==> src/cnn_pkg.sv <==
package cnn_pkg;

    localparam int word_width     = 16;  // bits per data word
    localparam int conv_units     = 8;   // words in each output row window
    localparam int kernel_h_max   = 3;
    localparam int kernel_w_max   = 3;

    // one image column per input beat, with the extra rows a tall kernel needs
    localparam int in_words       = conv_units + kernel_h_max - 1;

    localparam int kernel_h_width = 2;   // holds kernel_h_1 and the shift count
    localparam int kernel_w_width = 2;
    localparam int cin_width      = 5;   // up to 32 input channels
    localparam int cols_width     = 10;  // up to 1024 image columns

    localparam int tuser_width    = 4;

    // sideband bits carried to the convolution units
    localparam int tuser_is_1x1       = 0;
    localparam int tuser_is_max       = 1;
    localparam int tuser_is_relu      = 2;
    localparam int tuser_is_cols_1_k2 = 3;  // column where the kernel reaches the right edge

    typedef enum logic [1:0] {
        mode_idle,
        mode_conv,
        mode_1x1
    } conv_mode_e;

    typedef enum logic {
        st_empty,
        st_shifting
    } shift_state_e;

endpackage

==> src/axis_shift_buffer.sv <==
`timescale 1ns/1ps

module axis_shift_buffer (
    input  logic                                aclk,
    input  logic                                arst_n,
    input  cnn_pkg::conv_mode_e                 mode,
    input  logic [cnn_pkg::kernel_h_width-1:0]  cfg_kernel_h_1,
    input  logic [cnn_pkg::word_width-1:0]      s_tdata [cnn_pkg::in_words-1:0],
    input  logic                                s_tvalid,
    output logic                                s_tready,
    output logic [cnn_pkg::word_width-1:0]      m_tdata [cnn_pkg::conv_units-1:0],
    output logic                                m_tvalid,
    input  logic                                m_tready,
    output logic                                beat_fire,
    output logic                                beat_last_shift
);

    cnn_pkg::shift_state_e                     state_q;
    logic [cnn_pkg::kernel_h_width-1:0]        shift_cnt;
    logic [cnn_pkg::word_width-1:0]            col_buf [cnn_pkg::in_words-1:0];
    logic                                      s_fire;
    logic                                      last_window;
    logic [cnn_pkg::conv_units*cnn_pkg::word_width-1:0] m_tdata_flat;

    assign m_tvalid    = (state_q == cnn_pkg::st_shifting);
    assign last_window = (shift_cnt == cfg_kernel_h_1);

    assign beat_fire       = m_tvalid && m_tready;
    assign beat_last_shift = m_tvalid && last_window;  // valid while the beat is presented

    // take a new column when empty, or while the last window of the current one leaves
    assign s_tready = (mode != cnn_pkg::mode_idle) &&
                      ((state_q == cnn_pkg::st_empty) || (beat_fire && last_window));

    assign s_fire = s_tvalid && s_tready;

    always_ff @(posedge aclk or negedge arst_n) begin
        if (!arst_n) begin
            state_q   <= cnn_pkg::st_empty;
            shift_cnt <= '0;
        end else if (s_fire) begin
            state_q   <= cnn_pkg::st_shifting;  // first window is row 0 of the new column
            shift_cnt <= '0;
        end else if (beat_fire) begin
            if (last_window) begin
                state_q   <= cnn_pkg::st_empty;
                shift_cnt <= '0;
            end else begin
                shift_cnt <= shift_cnt + 1'b1;
            end
        end
    end

    always_ff @(posedge aclk) begin
        if (s_fire) begin
            for (int w = 0; w < cnn_pkg::in_words; w++) begin
                col_buf[w] <= s_tdata[w];
            end
        end
    end

    // Row window j covers words j to j + conv_units - 1 of the held column.
    // shift_cnt never exceeds kernel_h_max - 1, so the index stays inside col_buf.
    always_comb begin
        for (int i = 0; i < cnn_pkg::conv_units; i++) begin
            m_tdata[i] = col_buf[int'(shift_cnt) + i];
        end
    end

    always_comb begin
        for (int i = 0; i < cnn_pkg::conv_units; i++) begin
            m_tdata_flat[i*cnn_pkg::word_width +: cnn_pkg::word_width] = m_tdata[i];
        end
    end

    // a stalled beat keeps its valid and its payload until the consumer takes it
    a_hold_under_stall : assert property (
        @(posedge aclk) disable iff (!arst_n)
        (m_tvalid && !m_tready) |=> (m_tvalid && $stable(m_tdata_flat))
    );

endmodule

==> src/conv_cfg_decode.sv <==
`timescale 1ns/1ps

module conv_cfg_decode (
    input  logic                                aclk,
    input  logic                                arst_n,
    input  logic                                start,
    input  logic                                frame_done,
    input  logic                                is_max,
    input  logic                                is_relu,
    input  logic [cnn_pkg::kernel_h_width-1:0]  kernel_h_1,
    input  logic [cnn_pkg::kernel_w_width-1:0]  kernel_w_1,
    input  logic [cnn_pkg::cin_width-1:0]       cin_1,
    input  logic [cnn_pkg::cols_width-1:0]      cols_1,
    output cnn_pkg::conv_mode_e                 mode,
    output logic [cnn_pkg::kernel_h_width-1:0]  cfg_kernel_h_1,
    output logic [cnn_pkg::kernel_w_width-1:0]  cfg_kernel_w_1,
    output logic [cnn_pkg::cin_width-1:0]       cfg_cin_1,
    output logic [cnn_pkg::cols_width-1:0]      cfg_cols_1,
    output logic                                cfg_is_max,
    output logic                                cfg_is_relu,
    output logic                                cfg_error
);

    logic                cfg_bad;
    cnn_pkg::conv_mode_e mode_next;

    assign cfg_bad = (kernel_h_1 >= cnn_pkg::kernel_h_max) ||
                     (kernel_w_1 >= cnn_pkg::kernel_w_max);

    always_comb begin
        if (cfg_bad) begin
            mode_next = cnn_pkg::mode_idle;  // an illegal kernel never starts a frame
        end else if (kernel_h_1 == '0 && kernel_w_1 == '0) begin
            mode_next = cnn_pkg::mode_1x1;
        end else begin
            mode_next = cnn_pkg::mode_conv;
        end
    end

    always_ff @(posedge aclk or negedge arst_n) begin
        if (!arst_n) begin
            mode           <= cnn_pkg::mode_idle;
            cfg_kernel_h_1 <= '0;
            cfg_kernel_w_1 <= '0;
            cfg_cin_1      <= '0;
            cfg_cols_1     <= '0;
            cfg_is_max     <= 1'b0;
            cfg_is_relu    <= 1'b0;
            cfg_error      <= 1'b0;
        end else if (start) begin
            mode           <= mode_next;
            cfg_kernel_h_1 <= kernel_h_1;
            cfg_kernel_w_1 <= kernel_w_1;
            cfg_cin_1      <= cin_1;
            cfg_cols_1     <= cols_1;
            cfg_is_max     <= is_max;
            cfg_is_relu    <= is_relu;
            cfg_error      <= cfg_bad;  // held until the next start
        end else if (frame_done) begin
            mode           <= cnn_pkg::mode_idle;
        end
    end

    // a new layer may only be loaded once the previous frame has drained
    a_start_when_idle : assert property (
        @(posedge aclk) disable iff (!arst_n)
        start |-> mode == cnn_pkg::mode_idle
    );

endmodule

==> src/conv_input_stage.sv <==
`timescale 1ns/1ps

module conv_input_stage (
    input  logic                                aclk,
    input  logic                                arst_n,
    input  logic                                start,
    input  logic [cnn_pkg::kernel_h_width-1:0]  kernel_h_1,
    input  logic [cnn_pkg::kernel_w_width-1:0]  kernel_w_1,
    input  logic [cnn_pkg::cin_width-1:0]       cin_1,
    input  logic [cnn_pkg::cols_width-1:0]      cols_1,
    input  logic                                is_max,
    input  logic                                is_relu,
    input  logic [cnn_pkg::word_width-1:0]      s_tdata [cnn_pkg::in_words-1:0],
    input  logic                                s_tvalid,
    output logic                                s_tready,
    output logic [cnn_pkg::word_width-1:0]      m_tdata [cnn_pkg::conv_units-1:0],
    output logic                                m_tvalid,
    input  logic                                m_tready,
    output logic                                m_tlast,
    output logic [cnn_pkg::tuser_width-1:0]     m_tuser,
    output logic                                cfg_error
);

    cnn_pkg::conv_mode_e                mode;
    logic [cnn_pkg::kernel_h_width-1:0] cfg_kernel_h_1;
    logic [cnn_pkg::kernel_w_width-1:0] cfg_kernel_w_1;
    logic [cnn_pkg::cin_width-1:0]      cfg_cin_1;
    logic [cnn_pkg::cols_width-1:0]     cfg_cols_1;
    logic                               cfg_is_max;
    logic                               cfg_is_relu;
    logic                               beat_fire;
    logic                               beat_last_shift;
    logic                               frame_done;

    conv_cfg_decode conv_cfg_decode_inst (
        .aclk           (aclk),
        .arst_n         (arst_n),
        .start          (start),
        .frame_done     (frame_done),
        .is_max         (is_max),
        .is_relu        (is_relu),
        .kernel_h_1     (kernel_h_1),
        .kernel_w_1     (kernel_w_1),
        .cin_1          (cin_1),
        .cols_1         (cols_1),
        .mode           (mode),
        .cfg_kernel_h_1 (cfg_kernel_h_1),
        .cfg_kernel_w_1 (cfg_kernel_w_1),
        .cfg_cin_1      (cfg_cin_1),
        .cfg_cols_1     (cfg_cols_1),
        .cfg_is_max     (cfg_is_max),
        .cfg_is_relu    (cfg_is_relu),
        .cfg_error      (cfg_error)
    );

    axis_shift_buffer axis_shift_buffer_inst (
        .aclk            (aclk),
        .arst_n          (arst_n),
        .mode            (mode),
        .cfg_kernel_h_1  (cfg_kernel_h_1),
        .s_tdata         (s_tdata),
        .s_tvalid        (s_tvalid),
        .s_tready        (s_tready),
        .m_tdata         (m_tdata),
        .m_tvalid        (m_tvalid),
        .m_tready        (m_tready),
        .beat_fire       (beat_fire),
        .beat_last_shift (beat_last_shift)
    );

    conv_tuser_gen conv_tuser_gen_inst (
        .aclk            (aclk),
        .arst_n          (arst_n),
        .mode            (mode),
        .beat_fire       (beat_fire),
        .beat_last_shift (beat_last_shift),
        .cfg_kernel_w_1  (cfg_kernel_w_1),
        .cfg_cin_1       (cfg_cin_1),
        .cfg_cols_1      (cfg_cols_1),
        .cfg_is_max      (cfg_is_max),
        .cfg_is_relu     (cfg_is_relu),
        .m_tuser         (m_tuser),
        .m_tlast         (m_tlast),
        .frame_done      (frame_done)
    );

endmodule

==> src/conv_tuser_gen.sv <==
`timescale 1ns/1ps

module conv_tuser_gen (
    input  logic                                aclk,
    input  logic                                arst_n,
    input  cnn_pkg::conv_mode_e                 mode,
    input  logic                                beat_fire,
    input  logic                                beat_last_shift,
    input  logic [cnn_pkg::kernel_w_width-1:0]  cfg_kernel_w_1,
    input  logic [cnn_pkg::cin_width-1:0]       cfg_cin_1,
    input  logic [cnn_pkg::cols_width-1:0]      cfg_cols_1,
    input  logic                                cfg_is_max,
    input  logic                                cfg_is_relu,
    output logic [cnn_pkg::tuser_width-1:0]     m_tuser,
    output logic                                m_tlast,
    output logic                                frame_done
);

    logic [cnn_pkg::cin_width-1:0]  chan_cnt;
    logic [cnn_pkg::cols_width-1:0] col_cnt;
    logic [cnn_pkg::cols_width-1:0] col_k2;
    logic                           chan_wrap;
    logic                           col_wrap;
    logic                           column_done;

    assign chan_wrap   = (chan_cnt == cfg_cin_1);
    assign col_wrap    = (col_cnt == cfg_cols_1);
    assign column_done = beat_fire && beat_last_shift;  // every row window of one channel sent

    // the last column whose kernel footprint still fits the image
    assign col_k2 = cfg_cols_1 - cnn_pkg::cols_width'(cfg_kernel_w_1 >> 1);

    always_ff @(posedge aclk or negedge arst_n) begin
        if (!arst_n) begin
            chan_cnt <= '0;
            col_cnt  <= '0;
        end else if (column_done) begin
            if (chan_wrap) begin
                chan_cnt <= '0;
                col_cnt  <= col_wrap ? '0 : col_cnt + 1'b1;  // wraps to zero at frame end
            end else begin
                chan_cnt <= chan_cnt + 1'b1;
            end
        end
    end

    assign m_tlast = beat_last_shift && chan_wrap && col_wrap;

    always_comb begin
        m_tuser                              = '0;
        m_tuser[cnn_pkg::tuser_is_1x1]       = (mode == cnn_pkg::mode_1x1);
        m_tuser[cnn_pkg::tuser_is_max]       = cfg_is_max;
        m_tuser[cnn_pkg::tuser_is_relu]      = cfg_is_relu;
        m_tuser[cnn_pkg::tuser_is_cols_1_k2] = (col_cnt == col_k2);
    end

    always_ff @(posedge aclk or negedge arst_n) begin
        if (!arst_n) begin
            frame_done <= 1'b0;
        end else begin
            frame_done <= beat_fire && m_tlast;  // decode drops the mode on the next edge
        end
    end

    // output beats only exist inside a configured frame
    a_no_beat_when_idle : assert property (
        @(posedge aclk) disable iff (!arst_n)
        beat_fire |-> mode != cnn_pkg::mode_idle
    );

endmodule

==> config.mk <==
export PLATFORM = sky130hd
export DESIGN_NAME = conv_input_stage
export DESIGN_NICKNAME = d
export VERILOG_FILES = /design/src/cnn_pkg.sv /design/src/axis_shift_buffer.sv /design/src/conv_cfg_decode.sv /design/src/conv_input_stage.sv /design/src/conv_tuser_gen.sv
export SDC_FILE = /design/constraint.sdc
export NUM_CORES = 1
export LEC_CHECK = 0
export BUFFER_PORTS_ARGS = -buffer_cell sky130_fd_sc_hd__buf_2
export CORE_ASPECT_RATIO = 2
export CORE_MARGIN = 2
export CORE_UTILIZATION = 57
export DETAILED_ROUTE_END_ITERATION = 8
export GPL_ROUTABILITY_DRIVEN = 0
export PLACE_DENSITY_LB_ADDON = 0.08
export SLEW_MARGIN = 30
export SYNTH_ARGS = -nofsm -noshare
export SYNTH_HDL_FRONTEND = slang
export SYNTH_HIERARCHICAL = 1
export SYNTH_SLANG_ARGS = --single-unit
export TNS_END_PERCENT = 10
==> constraint.sdc <==
create_clock -name aclk -period 14.61 [get_ports aclk]
set_input_delay 1.461 -clock aclk [delete_from_list [all_inputs] [get_ports aclk]]
set_output_delay 1.461 -clock aclk [all_outputs]
set_load 0.01 [all_outputs]
# Word level (Yosys, flattened, before mapping)
# Memories as Yosys holds them, arrays and structs flattened.
# Cells that the tools add are included.
[op_classes]
n_lt_le_gt_ge = 2
reduce_logical = 20
div = 0
shifts = 0
bitwise_logic = 1
n_mux = 14
add_sub_neg = 11
multipliers = 0
n_eq_ne = 5
[op_table]
columns = ["cell", "n"]
rows = [
  ["== test 10 bit", 2],
  ["adder 2 x 3 -> 4 bit (second input constant)", 4],
  ["two-way mux 2 bit", 7],
  ["adder 10 x 1 -> 10 bit (second input constant)", 1],
  ["logical AND 1 bit", 10],
  ["two-way mux 10 bit", 1],
  ["subtractor 10 x 1 -> 10 bit", 1],
  ["nonzero test 2 bit", 4],
  ["adder 2 x 2 -> 3 bit (second input constant)", 2],
  ["adder 5 x 1 -> 5 bit (second input constant)", 1],
  ["== test 5 bit", 1],
  ["two-way mux 1 bit", 5],
  ["two-way mux 5 bit", 1],
  ["greater-or-equal comparator 2 bit (second input constant)", 2],
  ["zero test 2 bit", 2],
  ["AND reduction 2 bit", 2],
  ["adder 2 x 1 -> 3 bit (second input constant)", 1],
  ["adder 2 x 1 -> 2 bit (second input constant)", 1],
  ["== test 2 bit", 1],
  ["== test 2 bit (second input constant)", 1],
  ["logical OR 1 bit", 2],
  ["NOT 1 bit", 1],
]
[word_totals]
rom_bits = 0
ff_bits = 43
ramBits = 160
latch_bits = 0
word_cells = 67
inputBits = 186
out_inout_bits = 136
memories = 1
[mem_list]
columns = ["memory", "words", "width", "read_ports", "rd_ports_with_merged_regs", "wr", "line", "text"]
rows = [
  ["axis_shift_buffer_inst.col_buf", 10, 16, 8, 0, 10, "axis_shift_buffer.sv:20", "logic [cnn_pkg::word_width-1:0] col_buf [cnn_pkg::in_words-1:0];"],
]

# Longest topological paths before layout
[depth]
word_depth = 7
mapped_depth = 11
mapped_depth_nobuf = 8

# Hierarchy
# The synthesis kept the hierarchy.
[modules_own_cells]
columns = ["mod", "cells_per_inst", "area_each_um2", "seq_area_each_um2", "n_inst"]
rows = [
  ["axis_shift_buffer", 495, 9190.1, 4879.7, 1],
  ["conv_tuser_gen", 158, 1375.1, 400.4, 1],
  ["conv_cfg_decode", 56, 907.1, 600.6, 1],
]

# Least setup slack after synthesis
# Ideal clock, no wire load.
[synth_timing]
kind = "input to register"
startpoint = "input port m_tready"
endpoint = "memory axis_shift_buffer_inst/col_buf[0][0] in the netlist's numbering (enable)"
required_ns = 13.928
path_stages = 3
arrival_ns = 8.454
setup_slack_ns = 5.474
setup_time_ns = 0.682
path_buffers = 0
path_cell_list = "inv_1 -> o31a_1 -> nor2_1"
[synth_rtl]
columns = ["item", "line", "text"]
rows = [
  ["start, declared", "conv_input_stage.sv:18", "input logic m_tready,"],
  ["end, declared", "axis_shift_buffer.sv:20", ""],
]

==> run metrics <==
First-pass DRT Iterations=5; actual slew at the worst max-slew pin=0.948 ns; yosys warns=6; dpl hpwl=23.8 mm; final setup fails=0; element type at the critical path end=output pin; CTS tree=done; PD cells=210 nW/um2; port bufs=321; Sequential Power Share=27.1%; Placeable Area=19,800 um2; VDD IR-drop max=0.000139 V; element type at the critical path start=flip-flop; Die Wd=104 um; min Tclk post-route=5.70 ns; total gr overflow=0; Starting Density=57.7%; WS Path Type=flip-flop to output pin; Comb pwr share=54.9%; final WL=33.1 mm; Final Cycle Share=39.0%; leakage dissipation=5.43 nW; Hold Crit Depth=1; final hold slack=0.503 ns; commonest non-fill, non-tap cell in the layout=buf_2; DRT iter0 DRCs=632; highest achievable clock rate=175 MHz; Post-Synthesis Cells=707; cts repair resizes=0; switching power=1.14 mW; postcts setup bufs=0; TritonCTS buffer count=20; DRC=0; FP Rows=73; Critical Path Fanout Max=41; slowest CP cell=dfrtp_4; data arrival time of the worst path=4.24 ns; vias in the first global route=8,402; initial antenna violation count=8; Slew HR=36.8%; Clk Latency, worst-skew pair=0.51 ns; Fill cells=1,428; placed insts=1,243; Worst Path Required=13.15 ns; Clk pwr share=18.0%; Buf+Inv Stages, Crit Path=3; Die Y=204 um; Internal=1.77 mW; Syn Area/Cell=16.2 um2; htree depth=1; clk buf depth=3; largest net degree at the start of global routing=76; critical path's largest stage delay=0.90 ns; Routed WL per cell=25.7 um; Hold Fails Final Rpt=0; clock skew=0.0118 ns; Die ar.=21,300 um2; Max-Cap Viols=0; Net Sw Frac=39.2%; first-pass GRT wire length=48.9 mm; setup TNS=0 ns; Min-Delay Path Class=flip-flop to flip-flop; Clock Pin Slew Worst Setup and Hold Paths=0.07 ns; worst path cell trace=inv_2 -> ha_4 -> buf_4 -> nand2b_2 -> o22ai_1 -> a221o_1 -> buf_2; final max-slew violation count=0; Critical Path Stages=7; Hold Buf Count CTS=0; cells on worst reg2reg path=5; DR vias/cell=6.41; fraction of layout cells with a size suffix above 1=55.6%; syn nets=899; Area Overhead vs Synth=21.1%; post-route ant nets=0; mapped cell area=11,400 um2; gr usage total=30.7%; clk sinks=202; commonest non-fill, non-tap cells in the layout=321 x buf_2, 160 x edfxtp_1, 96 x mux4_2; via count=8,251; Final #Nets=1,196; Root Driver=clkbuf_16; post-route insts no fill=1,287; outcome=finished, final reports clean; I/O Pins=322; CP top delay family=buffers and inverters; unrepaired setup endpoints after global routing=false
==> routing by layer <==
layer	wire length [um]	vias to the layer above	GRT usage, %
met5	13	-	0
met4	1920	2	17.2
met3	2500	123	5.42
met2	17600	481	54.7
met1	11100	4116	34.5
li1	-	3529	-
==> per-stage QoR <==
stage / area [um2] / utilization (%) / power, mW / worst slack, ns
final: 13900 / 69.9 / 2.91 / 8.91
after detailed placement: 13200 / 66.4 / 2.38 / 9.27
after global routing: 13900 / 69.9 / 3.03 / 8.71
after floorplan: 11400 / - / 1.88 / 5.47
after CTS: 13800 / 69.7 / 2.91 / 8.72
after global placement: 13100 / 66.3 / 2.36 / 9.00
==> flip-flops by register name, indices dropped and copies added, names as in the netlist, 2 cells and up <==
register / cells
conv_cfg_decode_inst/cfg_cin_1: 5
conv_tuser_gen_inst/col_cnt: 10
conv_tuser_gen_inst/chan_cnt: 5
conv_cfg_decode_inst/mode: 2
axis_shift_buffer_inst/shift_cnt: 2
axis_shift_buffer_inst/col_buf: 160
conv_cfg_decode_inst/cfg_cols_1: 10
conv_cfg_decode_inst/cfg_kernel_h_1: 2
==> power groups by stage <==
| stage | clock [mW] | combinational, mW | sequential, mW |
|---|---|---|---|
| final | 0.522 | 1.60 | 0.789 |
| after global routing | 0.554 | 1.67 | 0.801 |
| after CTS | 0.531 | 1.57 | 0.807 |
| after detailed placement | 0 | 1.56 | 0.819 |
| after global placement | 0 | 1.55 | 0.816 |
| after floorplan | 0 | 1.12 | 0.759 |
==> layout make-up <==
type,instances,area [um2],area share (%)
antenna,7,17.5,0.126
tap,262,328,2.37
clock buffer,26,544,3.93
inverter,17,63.8,0.461
multi-input combinational,432,5230,37.7
sequential,202,5860,42.3
timing repair buffer,331,1700,12.3
clock inverter,10,108,0.777
==> worst reg2reg max path, delay by kind of cell, from the launching register on <==
kind	cells	cell delay [ns]
and+or+nand+nor	1	0.51
xor gates and xnor gates	1	0.23
buffers and inverters	2	1.64
AOI/OAI and AO/OA	1	0.36
DFF	1	0.90
==> path summary, 6_finish.rpt <==
path,start,end,slack (ns)
worst max-delay path,axis_shift_buffer_inst/shift_cnt[0],m_tdata[63],8.91
worst min-delay path,conv_cfg_decode_inst/cfg_is_relu,conv_cfg_decode_inst/cfg_is_relu,0.50
worst max register to register,axis_shift_buffer_inst/shift_cnt[0],axis_shift_buffer_inst/col_buf[8][9],10.55
worst min register to register,conv_cfg_decode_inst/cfg_is_relu,conv_cfg_decode_inst/cfg_is_relu,0.50
max in group asynchronous,arst_n,axis_shift_buffer_inst/shift_cnt[0],13.14
min in group asynchronous,arst_n,conv_cfg_decode_inst/cfg_cols_1[0],1.03
Power figures use the tool's default switching activity.
